$ cat src/msg_settings.svh
`ifndef MSG_SETTINGS_SVH
`define MSG_SETTINGS_SVH

// Message field widths
`define MSG_ADDR_SIZE 4
`define MSG_DATA_SIZE 8
`define MSG_REDUN_SIZE 4

// Destination addresses cycle through this range
`define MSG_MIN_ADDR 1
`define MSG_MAX_ADDR 3

// Source addresses
`define MSG_SRC0_ADDR 0
`define MSG_SRC1_ADDR 1

`endif

$ cat src/msg_pkg.sv
package msg_pkg;

	// Source message build sequence
	typedef enum logic [7:0] {
		SRC_DST,
		SRC_DAT,
		SRC_RED,
		SRC_REQ,
		SRC_DROP
	} src_state_t;

	// Merge forward sequence
	typedef enum logic [7:0] {
		MRG_IDLE,
		MRG_SEND,
		MRG_ACK_IN,
		MRG_WAIT_LOW
	} mrg_state_t;

	// Sink receive and check sequence
	typedef enum logic [7:0] {
		SNK_IDLE,
		SNK_REDUN,
		SNK_CHECK,
		SNK_ACK
	} snk_state_t;

endpackage

$ cat src/calc_redun.sv
`include "msg_settings.svh"

module calc_redun (
	input  logic [`MSG_ADDR_SIZE-1:0]  src,
	input  logic [`MSG_ADDR_SIZE-1:0]  dst,
	input  logic [`MSG_DATA_SIZE-1:0]  dat,
	output logic [`MSG_REDUN_SIZE-1:0] redun
);

	localparam int WORD_W  = 2 * `MSG_ADDR_SIZE + `MSG_DATA_SIZE;
	localparam int NIBBLES = WORD_W / `MSG_REDUN_SIZE;

	logic [WORD_W-1:0] word;

	assign word = {src, dst, dat};

	// XOR of all nibbles
	always_comb begin
		redun = '0;
		for (int i = 0; i < NIBBLES; i++) begin
			redun = redun ^ word[i*`MSG_REDUN_SIZE +: `MSG_REDUN_SIZE];
		end
	end

endmodule

$ cat src/msg_merge_2to1.sv
`include "msg_settings.svh"

module msg_merge_2to1
	import msg_pkg::*;
(
	input  logic                       snk0_clk,
	input  logic                       arst_n,
	input  logic                       in0_req,
	input  logic [`MSG_ADDR_SIZE-1:0]  in0_src,
	input  logic [`MSG_ADDR_SIZE-1:0]  in0_dst,
	input  logic [`MSG_DATA_SIZE-1:0]  in0_dat,
	input  logic [`MSG_REDUN_SIZE-1:0] in0_red,
	output logic                       in0_ack,
	input  logic                       in1_req,
	input  logic [`MSG_ADDR_SIZE-1:0]  in1_src,
	input  logic [`MSG_ADDR_SIZE-1:0]  in1_dst,
	input  logic [`MSG_DATA_SIZE-1:0]  in1_dat,
	input  logic [`MSG_REDUN_SIZE-1:0] in1_red,
	output logic                       in1_ack,
	output logic                       out_req,
	output logic [`MSG_ADDR_SIZE-1:0]  out_src,
	output logic [`MSG_ADDR_SIZE-1:0]  out_dst,
	output logic [`MSG_DATA_SIZE-1:0]  out_dat,
	output logic [`MSG_REDUN_SIZE-1:0] out_red,
	input  logic                       out_ack
);

	mrg_state_t state;
	// Last served input, also the one being forwarded
	logic       sel;
	logic       gnt;
	logic       grant_now;
	logic       sel_req;

	// Both requesting, favor the one not served last
	assign gnt       = (in0_req && in1_req) ? !sel : in1_req;
	assign grant_now = (state == MRG_IDLE) && (in0_req || in1_req);
	assign sel_req   = sel ? in1_req : in0_req;

	always_ff @(posedge snk0_clk or negedge arst_n) begin
		if (!arst_n) begin
			state   <= MRG_IDLE;
			sel     <= 1'b1;
			out_req <= 1'b0;
			in0_ack <= 1'b0;
			in1_ack <= 1'b0;
		end else begin
			case (state)
				MRG_IDLE: begin
					if (grant_now) begin
						sel     <= gnt;
						out_req <= 1'b1;
						state   <= MRG_SEND;
					end
				end
				MRG_SEND: begin
					if (out_ack) begin
						out_req <= 1'b0;
						in0_ack <= !sel;
						in1_ack <= sel;
						state   <= MRG_ACK_IN;
					end
				end
				MRG_ACK_IN: begin
					if (!sel_req) begin
						in0_ack <= 1'b0;
						in1_ack <= 1'b0;
						state   <= MRG_WAIT_LOW;
					end
				end
				MRG_WAIT_LOW: begin
					// Output channel must be idle before the next grant
					if (!out_ack) begin
						state <= MRG_IDLE;
					end
				end
				default: state <= MRG_IDLE;
			endcase
		end
	end

	// Holding register
	always_ff @(posedge snk0_clk) begin
		if (grant_now) begin
			out_src <= gnt ? in1_src : in0_src;
			out_dst <= gnt ? in1_dst : in0_dst;
			out_dat <= gnt ? in1_dat : in0_dat;
			out_red <= gnt ? in1_red : in0_red;
		end
	end

	// Granted input holds its fields while the copy is forwarded
	a_fwd_match: assert property (@(posedge snk0_clk) disable iff (!arst_n)
		out_req |-> {out_src, out_dst, out_dat, out_red} == (sel
			? {in1_src, in1_dst, in1_dat, in1_red}
			: {in0_src, in0_dst, in0_dat, in0_red}));

endmodule

$ cat src/msg_sink_check.sv
`include "msg_settings.svh"

module msg_sink_check
	import msg_pkg::*;
(
	input  logic                       snk0_clk,
	input  logic                       arst_n,
	input  logic                       err_clear,
	input  logic                       i0_req,
	input  logic [`MSG_ADDR_SIZE-1:0]  i0_src,
	input  logic [`MSG_ADDR_SIZE-1:0]  i0_dst,
	input  logic [`MSG_DATA_SIZE-1:0]  i0_dat,
	input  logic [`MSG_REDUN_SIZE-1:0] i0_red,
	output logic                       i0_ack,
	output logic                       rx_valid,
	output logic [`MSG_ADDR_SIZE-1:0]  rx_src,
	output logic [`MSG_ADDR_SIZE-1:0]  rx_dst,
	output logic [`MSG_DATA_SIZE-1:0]  rx_dat,
	output logic                       err_src0,
	output logic                       err_src1
);

	localparam logic [`MSG_ADDR_SIZE-1:0] SRC0_A = `MSG_ADDR_SIZE'(`MSG_SRC0_ADDR);
	localparam logic [`MSG_ADDR_SIZE-1:0] SRC1_A = `MSG_ADDR_SIZE'(`MSG_SRC1_ADDR);
	localparam logic [`MSG_DATA_SIZE-1:0] LAST_INIT = `MSG_DATA_SIZE'(15);
	localparam logic [`MSG_DATA_SIZE-1:0] LAST_SEQ = `MSG_DATA_SIZE'(14);

	snk_state_t                 state;
	logic [`MSG_REDUN_SIZE-1:0] rx_red;
	logic [`MSG_REDUN_SIZE-1:0] calc;
	logic [`MSG_REDUN_SIZE-1:0] calc_q;
	logic [`MSG_DATA_SIZE-1:0]  last0;
	logic [`MSG_DATA_SIZE-1:0]  last1;
	logic                       do_check;
	logic                       red_bad;

	assign do_check = (state == SNK_CHECK);
	assign red_bad  = (rx_red != calc_q);

	calc_redun u_calc_redun (
		.src   (rx_src),
		.dst   (rx_dst),
		.dat   (rx_dat),
		.redun (calc)
	);

	always_ff @(posedge snk0_clk or negedge arst_n) begin
		if (!arst_n) begin
			state    <= SNK_IDLE;
			i0_ack   <= 1'b0;
			rx_valid <= 1'b0;
		end else begin
			rx_valid <= 1'b0;
			case (state)
				SNK_IDLE:  if (i0_req) state <= SNK_REDUN;
				SNK_REDUN: state <= SNK_CHECK;
				SNK_CHECK: state <= SNK_ACK;
				SNK_ACK: begin
					if (!i0_ack) begin
						i0_ack   <= 1'b1;
						rx_valid <= 1'b1;
					end else if (!i0_req) begin
						i0_ack <= 1'b0;
						state  <= SNK_IDLE;
					end
				end
				default: state <= SNK_IDLE;
			endcase
		end
	end

	// Captured message and recomputed code
	always_ff @(posedge snk0_clk) begin
		if (state == SNK_IDLE && i0_req) begin
			rx_src <= i0_src;
			rx_dst <= i0_dst;
			rx_dat <= i0_dat;
			rx_red <= i0_red;
		end
		if (state == SNK_REDUN) begin
			calc_q <= calc;
		end
	end

	// Sticky errors and per-source sequence
	always_ff @(posedge snk0_clk or negedge arst_n) begin
		if (!arst_n) begin
			err_src0 <= 1'b0;
			err_src1 <= 1'b0;
			last0    <= LAST_INIT;
			last1    <= LAST_INIT;
		end else if (err_clear) begin
			err_src0 <= 1'b0;
			err_src1 <= 1'b0;
			last0    <= LAST_INIT;
			last1    <= LAST_INIT;
		end else if (do_check) begin
			if (rx_src == SRC0_A && !err_src0) begin
				if (red_bad) begin
					err_src0 <= 1'b1;
				end else if (last0 <= LAST_SEQ && last0 + 1'b1 != rx_dat) begin
					err_src0 <= 1'b1;
				end else begin
					last0 <= rx_dat;
				end
			end
			if (rx_src == SRC1_A && !err_src1) begin
				if (red_bad) begin
					err_src1 <= 1'b1;
				end else if (last1 <= LAST_SEQ && last1 + 1'b1 != rx_dat) begin
					err_src1 <= 1'b1;
				end else begin
					last1 <= rx_dat;
				end
			end
		end
	end

	// Sender still presents the captured message when ack rises
	a_msg_held: assert property (@(posedge snk0_clk) disable iff (!arst_n)
		rx_valid |-> i0_req &&
			{i0_src, i0_dst, i0_dat, i0_red} == {rx_src, rx_dst, rx_dat, rx_red});

endmodule

$ cat src/msg_source.sv
`include "msg_settings.svh"

module msg_source
	import msg_pkg::*;
#(
	parameter logic [`MSG_ADDR_SIZE-1:0] SRC_ADDR = `MSG_ADDR_SIZE'(`MSG_SRC0_ADDR)
)(
	input  logic                       snk0_clk,
	input  logic                       arst_n,
	input  logic                       en,
	input  logic                       corrupt,
	output logic                       req,
	output logic [`MSG_ADDR_SIZE-1:0]  src,
	output logic [`MSG_ADDR_SIZE-1:0]  dst,
	output logic [`MSG_DATA_SIZE-1:0]  dat,
	output logic [`MSG_REDUN_SIZE-1:0] red,
	input  logic                       ack
);

	localparam logic [`MSG_ADDR_SIZE-1:0] MIN_A = `MSG_ADDR_SIZE'(`MSG_MIN_ADDR);
	localparam logic [`MSG_ADDR_SIZE-1:0] MAX_A = `MSG_ADDR_SIZE'(`MSG_MAX_ADDR);

	src_state_t                 state;
	logic [3:0]                 cnt;
	logic [`MSG_ADDR_SIZE-1:0]  dst_next;
	logic [`MSG_REDUN_SIZE-1:0] redun;

	assign src      = SRC_ADDR;
	assign dst_next = (dst == MAX_A) ? MIN_A : dst + 1'b1;

	calc_redun u_calc_redun (
		.src   (src),
		.dst   (dst),
		.dat   (dat),
		.redun (redun)
	);

	always_ff @(posedge snk0_clk or negedge arst_n) begin
		if (!arst_n) begin
			state <= SRC_DST;
			req   <= 1'b0;
			dst   <= MAX_A;
			cnt   <= '0;
		end else begin
			case (state)
				SRC_DST: begin
					// Start only on an idle channel
					if (en && !req && !ack) begin
						dst   <= dst_next;
						state <= SRC_DAT;
					end
				end
				SRC_DAT: begin
					cnt   <= cnt + 1'b1;
					state <= SRC_RED;
				end
				SRC_RED: begin
					state <= SRC_REQ;
				end
				SRC_REQ: begin
					req   <= 1'b1;
					state <= SRC_DROP;
				end
				SRC_DROP: begin
					if (ack) begin
						req   <= 1'b0;
						state <= SRC_DST;
					end
				end
				default: state <= SRC_DST;
			endcase
		end
	end

	// Payload fields
	always_ff @(posedge snk0_clk) begin
		if (state == SRC_DAT) begin
			dat <= {{(`MSG_DATA_SIZE-4){1'b0}}, cnt};
		end
		if (state == SRC_RED) begin
			// Corrupt flips bit 0 of the code
			red <= redun ^ {{(`MSG_REDUN_SIZE-1){1'b0}}, corrupt};
		end
	end

	a_fields_stable: assert property (@(posedge snk0_clk) disable iff (!arst_n)
		req && $past(req) |-> $stable({dst, dat, red}));

	a_no_req_on_ack: assert property (@(posedge snk0_clk) disable iff (!arst_n)
		!req && ack |=> !req);

endmodule

$ cat src/msg_test_top.sv
`include "msg_settings.svh"

module msg_test_top (
	input  logic                      snk0_clk,
	input  logic                      arst_n,
	input  logic [1:0]                src_en,
	input  logic [1:0]                corrupt,
	input  logic                      err_clear,
	output logic                      rx_valid,
	output logic [`MSG_ADDR_SIZE-1:0] rx_src,
	output logic [`MSG_ADDR_SIZE-1:0] rx_dst,
	output logic [`MSG_DATA_SIZE-1:0] rx_dat,
	output logic                      err_src0,
	output logic                      err_src1
);

	logic                       s0_req;
	logic [`MSG_ADDR_SIZE-1:0]  s0_src;
	logic [`MSG_ADDR_SIZE-1:0]  s0_dst;
	logic [`MSG_DATA_SIZE-1:0]  s0_dat;
	logic [`MSG_REDUN_SIZE-1:0] s0_red;
	logic                       s0_ack;
	logic                       s1_req;
	logic [`MSG_ADDR_SIZE-1:0]  s1_src;
	logic [`MSG_ADDR_SIZE-1:0]  s1_dst;
	logic [`MSG_DATA_SIZE-1:0]  s1_dat;
	logic [`MSG_REDUN_SIZE-1:0] s1_red;
	logic                       s1_ack;
	logic                       m_req;
	logic [`MSG_ADDR_SIZE-1:0]  m_src;
	logic [`MSG_ADDR_SIZE-1:0]  m_dst;
	logic [`MSG_DATA_SIZE-1:0]  m_dat;
	logic [`MSG_REDUN_SIZE-1:0] m_red;
	logic                       m_ack;

	msg_source #(.SRC_ADDR(`MSG_ADDR_SIZE'(`MSG_SRC0_ADDR))) u_src0 (
		.snk0_clk (snk0_clk), .arst_n (arst_n), .en (src_en[0]), .corrupt (corrupt[0]),
		.req (s0_req), .src (s0_src), .dst (s0_dst), .dat (s0_dat), .red (s0_red),
		.ack (s0_ack)
	);

	msg_source #(.SRC_ADDR(`MSG_ADDR_SIZE'(`MSG_SRC1_ADDR))) u_src1 (
		.snk0_clk (snk0_clk), .arst_n (arst_n), .en (src_en[1]), .corrupt (corrupt[1]),
		.req (s1_req), .src (s1_src), .dst (s1_dst), .dat (s1_dat), .red (s1_red),
		.ack (s1_ack)
	);

	msg_merge_2to1 u_merge (
		.snk0_clk (snk0_clk), .arst_n (arst_n),
		.in0_req (s0_req), .in0_src (s0_src), .in0_dst (s0_dst), .in0_dat (s0_dat),
		.in0_red (s0_red), .in0_ack (s0_ack),
		.in1_req (s1_req), .in1_src (s1_src), .in1_dst (s1_dst), .in1_dat (s1_dat),
		.in1_red (s1_red), .in1_ack (s1_ack),
		.out_req (m_req), .out_src (m_src), .out_dst (m_dst), .out_dat (m_dat),
		.out_red (m_red), .out_ack (m_ack)
	);

	msg_sink_check u_sink (
		.snk0_clk (snk0_clk), .arst_n (arst_n), .err_clear (err_clear),
		.i0_req (m_req), .i0_src (m_src), .i0_dst (m_dst), .i0_dat (m_dat),
		.i0_red (m_red), .i0_ack (m_ack),
		.rx_valid (rx_valid), .rx_src (rx_src), .rx_dst (rx_dst), .rx_dat (rx_dat),
		.err_src0 (err_src0), .err_src1 (err_src1)
	);

endmodule

$ cat config.mk
export PLATFORM = sky130hd
export DESIGN_NAME = msg_test_top
export DESIGN_NICKNAME = d
export VERILOG_FILES = /design/src/msg_pkg.sv /design/src/calc_redun.sv /design/src/msg_merge_2to1.sv /design/src/msg_sink_check.sv /design/src/msg_source.sv /design/src/msg_test_top.sv
export VERILOG_INCLUDE_DIRS = /design/src /design/src/src
export SDC_FILE = /design/constraint.sdc
export NUM_CORES = 1
export LEC_CHECK = 0
export BUFFER_PORTS_ARGS = -buffer_cell sky130_fd_sc_hd__buf_2
export CORE_UTILIZATION = 60
export CTS_CLUSTER_DIAMETER = 150
export DETAILED_ROUTE_END_ITERATION = 8
export GPL_TIMING_DRIVEN = 0
export PLACE_DENSITY = 0.78
export SYNTH_ARGS = -nofsm -noshare
export SYNTH_HDL_FRONTEND = slang
export SYNTH_HIERARCHICAL = 1
export SYNTH_SLANG_ARGS = --single-unit
$ cat constraint.sdc
create_clock -name snk0_clk -period 2.6 [get_ports snk0_clk]
set_input_delay 0.26 -clock snk0_clk [delete_from_list [all_inputs] [get_ports snk0_clk]]
set_output_delay 0.26 -clock snk0_clk [all_outputs]
set_load 0.02 [all_outputs]
==> After elaboration in Yosys (flattened, before gate mapping) <==
Index checks and enable logic that the tools add are counted.
{ "op_classes": {"muxes": 59, "n_div": 0, "n_bitwise": 8, "shifts": 0, "multipliers": 0, "n_reduce_logical": 48, "add_sub_neg": 6, "n_lt_le_gt_ge": 2, "eq_ne": 34} }
{ "op_table": {"columns": ["cell", "n"], "rows": [
  ["2-to-1 mux 8 bit", 21],
  ["one-hot mux 8 bit (5 select lines)", 2],
  ["equality test 8 x 2 -> 1 bit (second input constant)", 8],
  ["one-hot mux 8 bit (4 select lines)", 2],
  ["equality test 8 x 1 -> 1 bit (second input constant)", 4],
  ["zero test 8 bit", 4],
  ["2-to-1 mux 1 bit", 24],
  ["2-to-1 mux 4 bit", 5],
  ["XOR 4 bit", 5],
  ["adder 4 x 1 -> 4 bit (second input constant)", 4],
  ["adder 8 x 1 -> 8 bit (second input constant)", 2],
  ["equality test 8 x 3 -> 1 bit (second input constant)", 2],
  ["<= comparator 8 x 4 -> 1 bit (second input constant)", 2],
  ["!= test 8 bit", 2],
  ["AND reduction 3 bit", 5],
  ["!= test 2 x 1 -> 1 bit (second input constant)", 7],
  ["!= test 2 bit (second input constant)", 7],
  ["AND reduction 2 bit", 7],
  ["nonzero test 2 bit", 7],
  ["AND reduction 4 bit", 3],
  ["logical AND 1 bit", 11],
  ["one-hot mux 1 bit (2 select lines)", 5],
  ["equality test 4 x 2 -> 1 bit (second input constant)", 2],
  ["XOR 4 x 1 -> 4 bit", 2],
  ["7 further kinds", 14]
]} }
{ "word_totals": {"wordCells": 190, "mem_count": 0, "register_bits": 134, "ramBits": 0, "mem_bits_ro": 0, "latch_bits": 0} }

==> Longest topological paths before layout <==
Gate-level depths: netlist of the first run.
{ "depth": {"depth_word": 8, "mapped_depth": 8} }

==> Hierarchy <==
Netlist of the first run, hierarchy kept.
{ "by_module_without_submodules": {"columns": ["mod", "cells_each", "seq_area_each_um2", "instances", "area_per_inst_um2"], "rows": [
  ["msg_sink_check", 189, 1281.2, 1, 2339.7],
  ["msg_merge_2to1", 77, 752.0, 1, 1214.9],
  ["msg_source at u_src1", 66, 543.0, 1, 910.9],
  ["msg_source at u_src0", 65, 543.0, 1, 907.1],
  ["calc_redun", 12, 0.0, 3, 105.1]
]} }

==> Worst setup path after synthesis of the first run <==
OpenSTA, ideal clock, no wires.
{ "synth_timing": {"path_kind": "register -> register", "start": "register u_sink.last0[1]", "end": "register u_sink.last0[2]", "setup_time_ps": 75, "setup_slack_ps": 241, "path_buffers": 1, "arrival_time_ps": 2284, "stages_incl_launch_ff": 8, "cell_sequence": "dfstp_2 > nand4_2 > or3_1 > a2111o_1 > o41ai_2 > nor3b_2 > buf_6 > mux2i_1"} }
{ "synth_between": {"elab_chain_cells": 5, "word_cells_on_any_way": 6, "classes_between": "add/sub: 1; order compare: 1; eq/ne: 2; reduce/logical: 2"} }
{ "synth_lines": {"columns": ["element", "line_no", "text"], "rows": [
  ["start: declaration", "msg_sink_check.sv:32", "logic [`MSG_DATA_SIZE-1:0] last0;"],
  ["start signal: assignment", "msg_sink_check.sv:104", "last0 <= rx_dat;"],
  ["adder 8 x 1 -> 8 bit", "msg_sink_check.sv:101", "end else if (last0 <= LAST_SEQ && last0 + 1'b1 != rx_dat) begin"],
  ["!= test 8 bit", "msg_sink_check.sv:101", null],
  ["logical AND 1 bit *", "msg_sink_check.sv:101", null],
  ["!= test 2 bit (no source line) *", null, null],
  ["AND reduction 4 bit (no source line) *", null, null]
]} }
Every way passes the cells marked *; elsewhere a longest branch is shown, timed or not.
A chain may end at the register's enable or synchronous reset.

==> Worst setup path after layout of the first run <==
{ "layout_timing": {"start": "register u_sink.last0[1]", "end": "register u_sink.last0[6]"} }
Same word-level chain as after synthesis.

==> results of run 1 <==
[cells in the final DEF, fill, tap and decap left out, drive strengths merged, types with 3 or more instances in the layout]
cell	Yosys	routed
inv	17	21
nand2b	13	13
clkbuf	2	11
nand4	6	6
xor2	21	21
nor3b	5	5
o21ai	4	4
mux2i	19	19
nor3	3	3
nand3b	3	3
o31ai	4	4
mux2	31	31
dfstp	13	13
conb	3	32
a21oi	8	8
nor4b	5	5
edfxtp	60	60
nor2	28	28
nor2b	8	8
buf	21	55
and2	6	6
ha	16	16
dfrtp	39	39
nand2	9	9
clkinv	0	3
nand3	13	13
xnor2	49	49
a31oi	4	4
[per-stage QoR]
| step | TNS, ps | utilization, % |
|---|---|---|
| 3_5_place_dp | -627 | 66.1 |
| 3_3_place_gp | -452 | 65.9 |
| 6_report | -130 | 69.5 |
| 5_1_grt | -717 | 69.5 |
| 2_1_floorplan | 0 | - |
| 4_1_cts | 0 | 68.7 |
[how the worst max path moves through the flow]
stage,from,to,slack [ps],cells after the start
2_1_floorplan,u_sink/last0[1],u_sink/last0[2],240,7
3_3_place_gp,u_sink/last0[3],u_sink/last0[1],-60,7
3_5_place_dp,u_sink/last0[2],u_sink/last0[6],-100,7
4_1_cts,u_sink/last0[1],u_sink/last0[6],8,7
5_1_grt,u_sink/last0[1],u_sink/last0[0],-120,9
6_report,u_sink/last0[1],u_sink/last0[6],-30,9
[flip-flops by register name, indices dropped and copies added, names as in the netlist, 2 cells and up]
register and count:
u_merge/out_dat 8, u_merge/out_dst 4, u_merge/out_red 4, u_merge/out_src 4, u_merge/state 2, u_sink/calc_q 4, u_sink/last0 8, u_sink/last1 8
u_sink/rx_dat 8, u_sink/rx_dst 4, u_sink/rx_red 4, u_sink/rx_src 4, u_sink/state 2, u_src0/cnt 4, u_src0/dat 4, u_src0/dst 4
u_src0/red 4, u_src0/state 3, u_src1/cnt 4, u_src1/dat 4, u_src1/dst 4, u_src1/red 4, u_src1/state 3
[logic make-up (layout without fill, tap and decap cells)]
kind of cell / Yosys count / after routing
simple gates: 106 / 106
flops: 112 / 112
compound gates: 36 / 36
other cells: 3 / 32
xor+xnor: 70 / 70
buf+inv: 40 / 90
mux: 50 / 50
fa+ha+maj: 16 / 16
[where the power goes]
part | leakage (nW) | internal [mW] | switching (mW)
clock network | 0.107 | 0.394 | 0.667
logic | 1.38 | 1.08 | 1.15
registers | 1.19 | 2.67 | 0.509
total | 2.68 | 4.14 | 2.32
[worst max-delay path, stage by stage, from the launching register on]
cell and delay (ps):
dfstp_2 630, buf_6 130, buf_4 100, nand3_1 80, xnor2_1 130, a2111o_1 430, o41ai_4 430, nor3b_4 260
buf_6 170, mux2i_1 190
[synth_stat cells, drive strengths merged (2+ instances only)]
master / number
nand3b: 3
or3: 2
and3: 2
inv: 17
nor2b: 8
nand3: 13
nand4: 6
dfstp: 13
o21a: 2
a21oi: 8
o31ai: 4
o21ai: 4
conb: 3
buf: 21
ha: 16
or4: 2
nor4b: 5
nor2: 28
a31oi: 4
mux2i: 19
mux2: 31
edfxtp: 60
nor3b: 5
a21o: 2
xnor2: 49
and2: 6
nand2: 9
nor3: 3
xor2: 21
dfrtp: 39
nand2b: 13
a211o: 2
clkbuf: 2
[per-layer routing]
layer  GRT usage, %  share of wire [%]  routed length (um)
met1           26.4                 43                4200
met2           37.1                 52                5130
met3           3.94                2.8                 278
met4           9.16                2.1                 208
met5              0                  0                   0
[layout make-up]
class,count,area share (%)
clock inverter,7,1.39
multi-input combinational,310,38.8
timing repair buffer,34,3.19
tap,111,2.17
buffer,23,2.76
clock buffer,9,1.94
inverter,17,0.998
sequential,112,48.8
[repair_timing]
item	CTS	global route
pin swaps	1	6
setup buffers	2	6
resized for setup	1	4
endpoints found under the setup margin	8	8
==> impl_metrics.toml, run 1 <==
[placement]
pre_cts_slack_ps = -98.9
place_area_sq_um = 6080
hpwl_mm = 7.13
dpl.cell_count = 599
port_buffers = 25
routabilityCongestion = 0.847

[setup_path]
reg2reg_from = "u_sink/last0[1]"
start_kind = "flop"
reg2reg_slack_ps = -30
required_ps = 2900
r2r_end = "u_sink/last0[6]"
worst_setup_path_end_kind = "flop"
worstRegToRegCells = 9
critPathKind = "reg -> reg"
crit_fanout = 8
cp.arrival_ps = 2930

[die]
fp.dieH_um = 99.4
fp.dieW_um = 99.4
core-area_sq_um = 9200
ios = 26
dieArea_sq_um = 9870
rows = 35
start_util_pct = 61.9

[cts]
clk_pin_slew_ps = 110
clock_latency_ps = 380
root_buffer = "clkbuf_8"
htreeDepth = 3
cts_hold_buffers = 0
cts_tree = "built"
clk_path_buf_depth = 2
cts_made_buffers = 9
clock-sinks = 112

[global_route]
grt_first_pass_wirelength_mm = 16.0
grt.overflow.total = 0
grt_max_degree = 53
antenna_found_initial = 0
grt_pass1_vias = 3283
grt_usage_pct = 21.4

[timing]
fmax_mhz = 381
period_share_pct = 101
finalSetupViolCount = 8
whs_ps = 86.2
clock_skew_ps = 17.1
maxSlewHeadroom_pct = 22.0
rsz0062_at_grt = "yes"
final.min_clock_period_ps = 2630
hold_viol_final = 0
tightest_slew_ps = 1170
slew_violations = 0
finalWorstSetupSlack_ps = -25.3

[run]
drv_cap = 0

[yosys]
synth.area.mux_share_pct = 9.61
synth_cell_type_count = 57
syn_area_sq_um = 5690
netlist.top_cell.by_area = "edfxtp_1"
yosys.area.top_type_share_pct = 31.7
synthTopCellsByArea = "edfxtp_1 (32%), dfrtp_1 (17%), xnor2_1 (7.4%), dfstp_2 (6.0%), mux2_2 (4.4%)"
ys_seq_area_share_pct = 54.8
synth_edf_count = 60
avgSynthCellArea_sq_um = 13.1
synth-seq-cells = 112
synth_cells = 433
synth_fa_ha_area_share_pct = 3.52
synth_top_flop_cell = "edfxtp_1"
synth_compound_gate_area_share_pct = 4.62
synth_top_family_by_area = "simple AND/OR/NAND/NOR gates"
async_flop_share_pct = 46.4
synth-xor-area-share_pct = 11.1
yosysWarnings = 6
yosys.area_share.simple_pct = 11.9

[pwr]
p_leak_nw = 2.68
powerDensity_nw_per_um2 = 1010
power.total_mw = 6.47
vdd_drop_max_mv = 0.589

[drt]
firstDrtPassIters = 4
dr.first_iter.drc_count = 119
vias = 3347
drc_errors = 0
ant_nets = 0
wl_per_cell_um = 15.8
finalWirelength_mm = 9.82
vias_per_cell = 5.37

[final_layout]
seq_area_sq_um = 3120
drive_gt1_share_pct = 24.8
instances_no_fill = 623
n_antenna_cell = 0
nFillCells = 647
final_area_sq_um = 6390
nNetsFinal = 530
multi_input_area_sq_um = 2480
areaGrowthSynthToFinish_pct = 12.4

[outcome]
status = "complete, but fails checks"
violations = "setup timing"

[worst_hold_path]
hold_path_class = "in -> async"
(Power assumes the default switching activity.)
==> inputs of run 2 (changes only) <==
--- a/config.mk
+++ b/config.mk
@@ -12,6 +12,7 @@
 export DETAILED_ROUTE_END_ITERATION = 8
 export GPL_TIMING_DRIVEN = 0
 export PLACE_DENSITY = 0.78
+export SETUP_SLACK_MARGIN = 0.3
 export SYNTH_ARGS = -nofsm -noshare
 export SYNTH_HDL_FRONTEND = slang
 export SYNTH_HIERARCHICAL = 1
==> impl_metrics.toml, run 2 (synthesis results as in run 1) <==
[die]
ios = 26
rows = 35
fp.dieH_um = 99.4
start_util_pct = 61.9
fp.dieW_um = 99.4
dieArea_sq_um = 9870
core-area_sq_um = 9200

[global_route]
grt_first_pass_wirelength_mm = 16.8
grt_usage_pct = 22.3
antenna_found_initial = 0
grt.overflow.total = 0
grt_max_degree = 53
grt_pass1_vias = 3515

[timing]
final.min_clock_period_ps = 2490
finalSetupViolCount = 0
period_share_pct = 95.9
hold_viol_final = 0
maxSlewHeadroom_pct = 23.1
fmax_mhz = 401
whs_ps = 75.5
clock_skew_ps = 12.8
slew_violations = 0
rsz0062_at_grt = "yes"
tightest_slew_ps = 1150

[final_layout]
final_area_sq_um = 6400
seq_area_sq_um = 3120
nNetsFinal = 533
n_antenna_cell = 0
mostFrequentLayoutCells = "edfxtp_1 (60), xnor2_1 (48), dfrtp_1 (39)"
instances_no_fill = 626
areaGrowthSynthToFinish_pct = 12.5
drive_gt1_share_pct = 26.0
multi_input_area_sq_um = 2480
layout_commonest_cell = "edfxtp_1"
nFillCells = 656

[setup_path]
required_ps = 2900
critPathKind = "reg -> reg"
cp_slowest_cell = "dfstp_2"
start_kind = "flop"
reg2reg_slack_ps = 110
crit_fanout = 8
max_stage_delay_ps = 600
worstRegToRegCells = 8
r2r_end = "u_sink/last0[2]"
path_cells = "inv_1 > ha_1 > xnor2_1 > a2111o_1 > o41ai_4 > nor3b_2 > buf_6 > mux2i_2"
cp.arrival_ps = 2790
reg2reg_from = "u_sink/last0[0]"
worst_setup_path_end_kind = "flop"

[placement]
place_area_sq_um = 6080
hpwl_mm = 7.25
port_buffers = 25
dpl.cell_count = 599
routabilityCongestion = 0.899

[cts]
cts_hold_buffers = 0
cts_tree = "built"
clock_latency_ps = 380
clock-sinks = 112
htreeDepth = 3
clk_pin_slew_ps = 120
root_buffer = "clkbuf_8"
cts_made_buffers = 9
clk_path_buf_depth = 2

[pwr]
powerDensity_nw_per_um2 = 1010
vdd_drop_max_mv = 0.760
p_leak_nw = 2.69

[run]
drv_cap = 0

[drt]
wl_per_cell_um = 15.9
firstDrtPassIters = 4
vias_per_cell = 5.41
dr.first_iter.drc_count = 112
drc_errors = 0
finalWirelength_mm = 9.98
ant_nets = 0
vias = 3387

[outcome]
status = "finished, final reports clean"

[worst_hold_path]
hold_path_class = "in -> async"
run 2: cell types whose count changed in the layout (fill, tap and decap cells not counted), sizes merged:
cell    before  now
buf         55   58
inv         21   22
clkinv       3    2
run 2: worst max-delay path by stage:
stage	start	end	slack [ps]	cells past startpoint
after CTS	u_sink/last0[0]	u_sink/last0[2]	-0.5	8
after global routing	u_sink/last0[1]	u_sink/last0[2]	-20	10
after detailed placement	u_sink/last0[3]	u_sink/last0[2]	-80	7
final	u_sink/last0[0]	u_sink/last0[2]	110	8
after floorplan	u_sink/last0[1]	u_sink/last0[2]	310	7
after global placement	u_sink/last0[3]	u_sink/last0[0]	30	7
run 2: routing by layer:
layer / vias up / track usage, % / routed length (um) / share of wire [%]
met4: 0 / 7.92 / 150 / 1.5
met5: - / 0 / 0 / 0
li1: 1632 / - / - / -
met3: 13 / 3.16 / 229 / 2.3
met1: 1685 / 25.8 / 4130 / 41
met2: 57 / 42.1 / 5470 / 55
run 2: repair_timing:
action | CTS | global route
pin swaps | 6 | 4
gates resized for setup | 5 | 3
endpoints found under the setup margin | 17 | 17
buffers inserted | 11 | 0
run 2: final cells by class:
cell class | count | area share (%)
Timing Repair Buffer | 37 | 3.54
Clock inverter | 7 | 1.09
Tap cell | 111 | 2.17
Clock buffer | 9 | 1.94
Multi-Input combinational cell | 310 | 38.8
Inverter | 17 | 0.997
Sequential cell | 112 | 48.7
Buffer | 23 | 2.76
run 2: where the power goes:
group / leakage, nW / switching (mW) / internal [mW] / total, mW
logic: 1.39 / 1.16 / 1.09 / 2.24
clock network: 0.101 / 0.636 / 0.379 / 1.01
registers: 1.19 / 0.516 / 2.67 / 3.19
total: 2.69 / 2.31 / 4.14 / 6.45
run 2: critical path, delay by kind of cell, from the launching register on:
kind                     cells  cell delay, ps
flip-flops                   1             600
AO/OA/AOI/OAI                2             690
AND/OR/NAND/NOR              1             250
XOR/XNOR                     1             140
buffers and inverters        2             240
multiplexers                 1             230
adder cells (fa/ha/maj)      1             280
run 2: metrics by stage:
step	setup TNS [ps]	total power [mW]	util, %	worst slack [ps]
floorplan	0	4.83	-	315
global placement	0	5.29	65.9	29.3
detailed placement	-296	5.47	66.1	-76.5
CTS	-0.544	6.50	69.5	-0.544
global route	-17.0	6.85	69.6	-17.0
finish	0	6.45	69.6	106
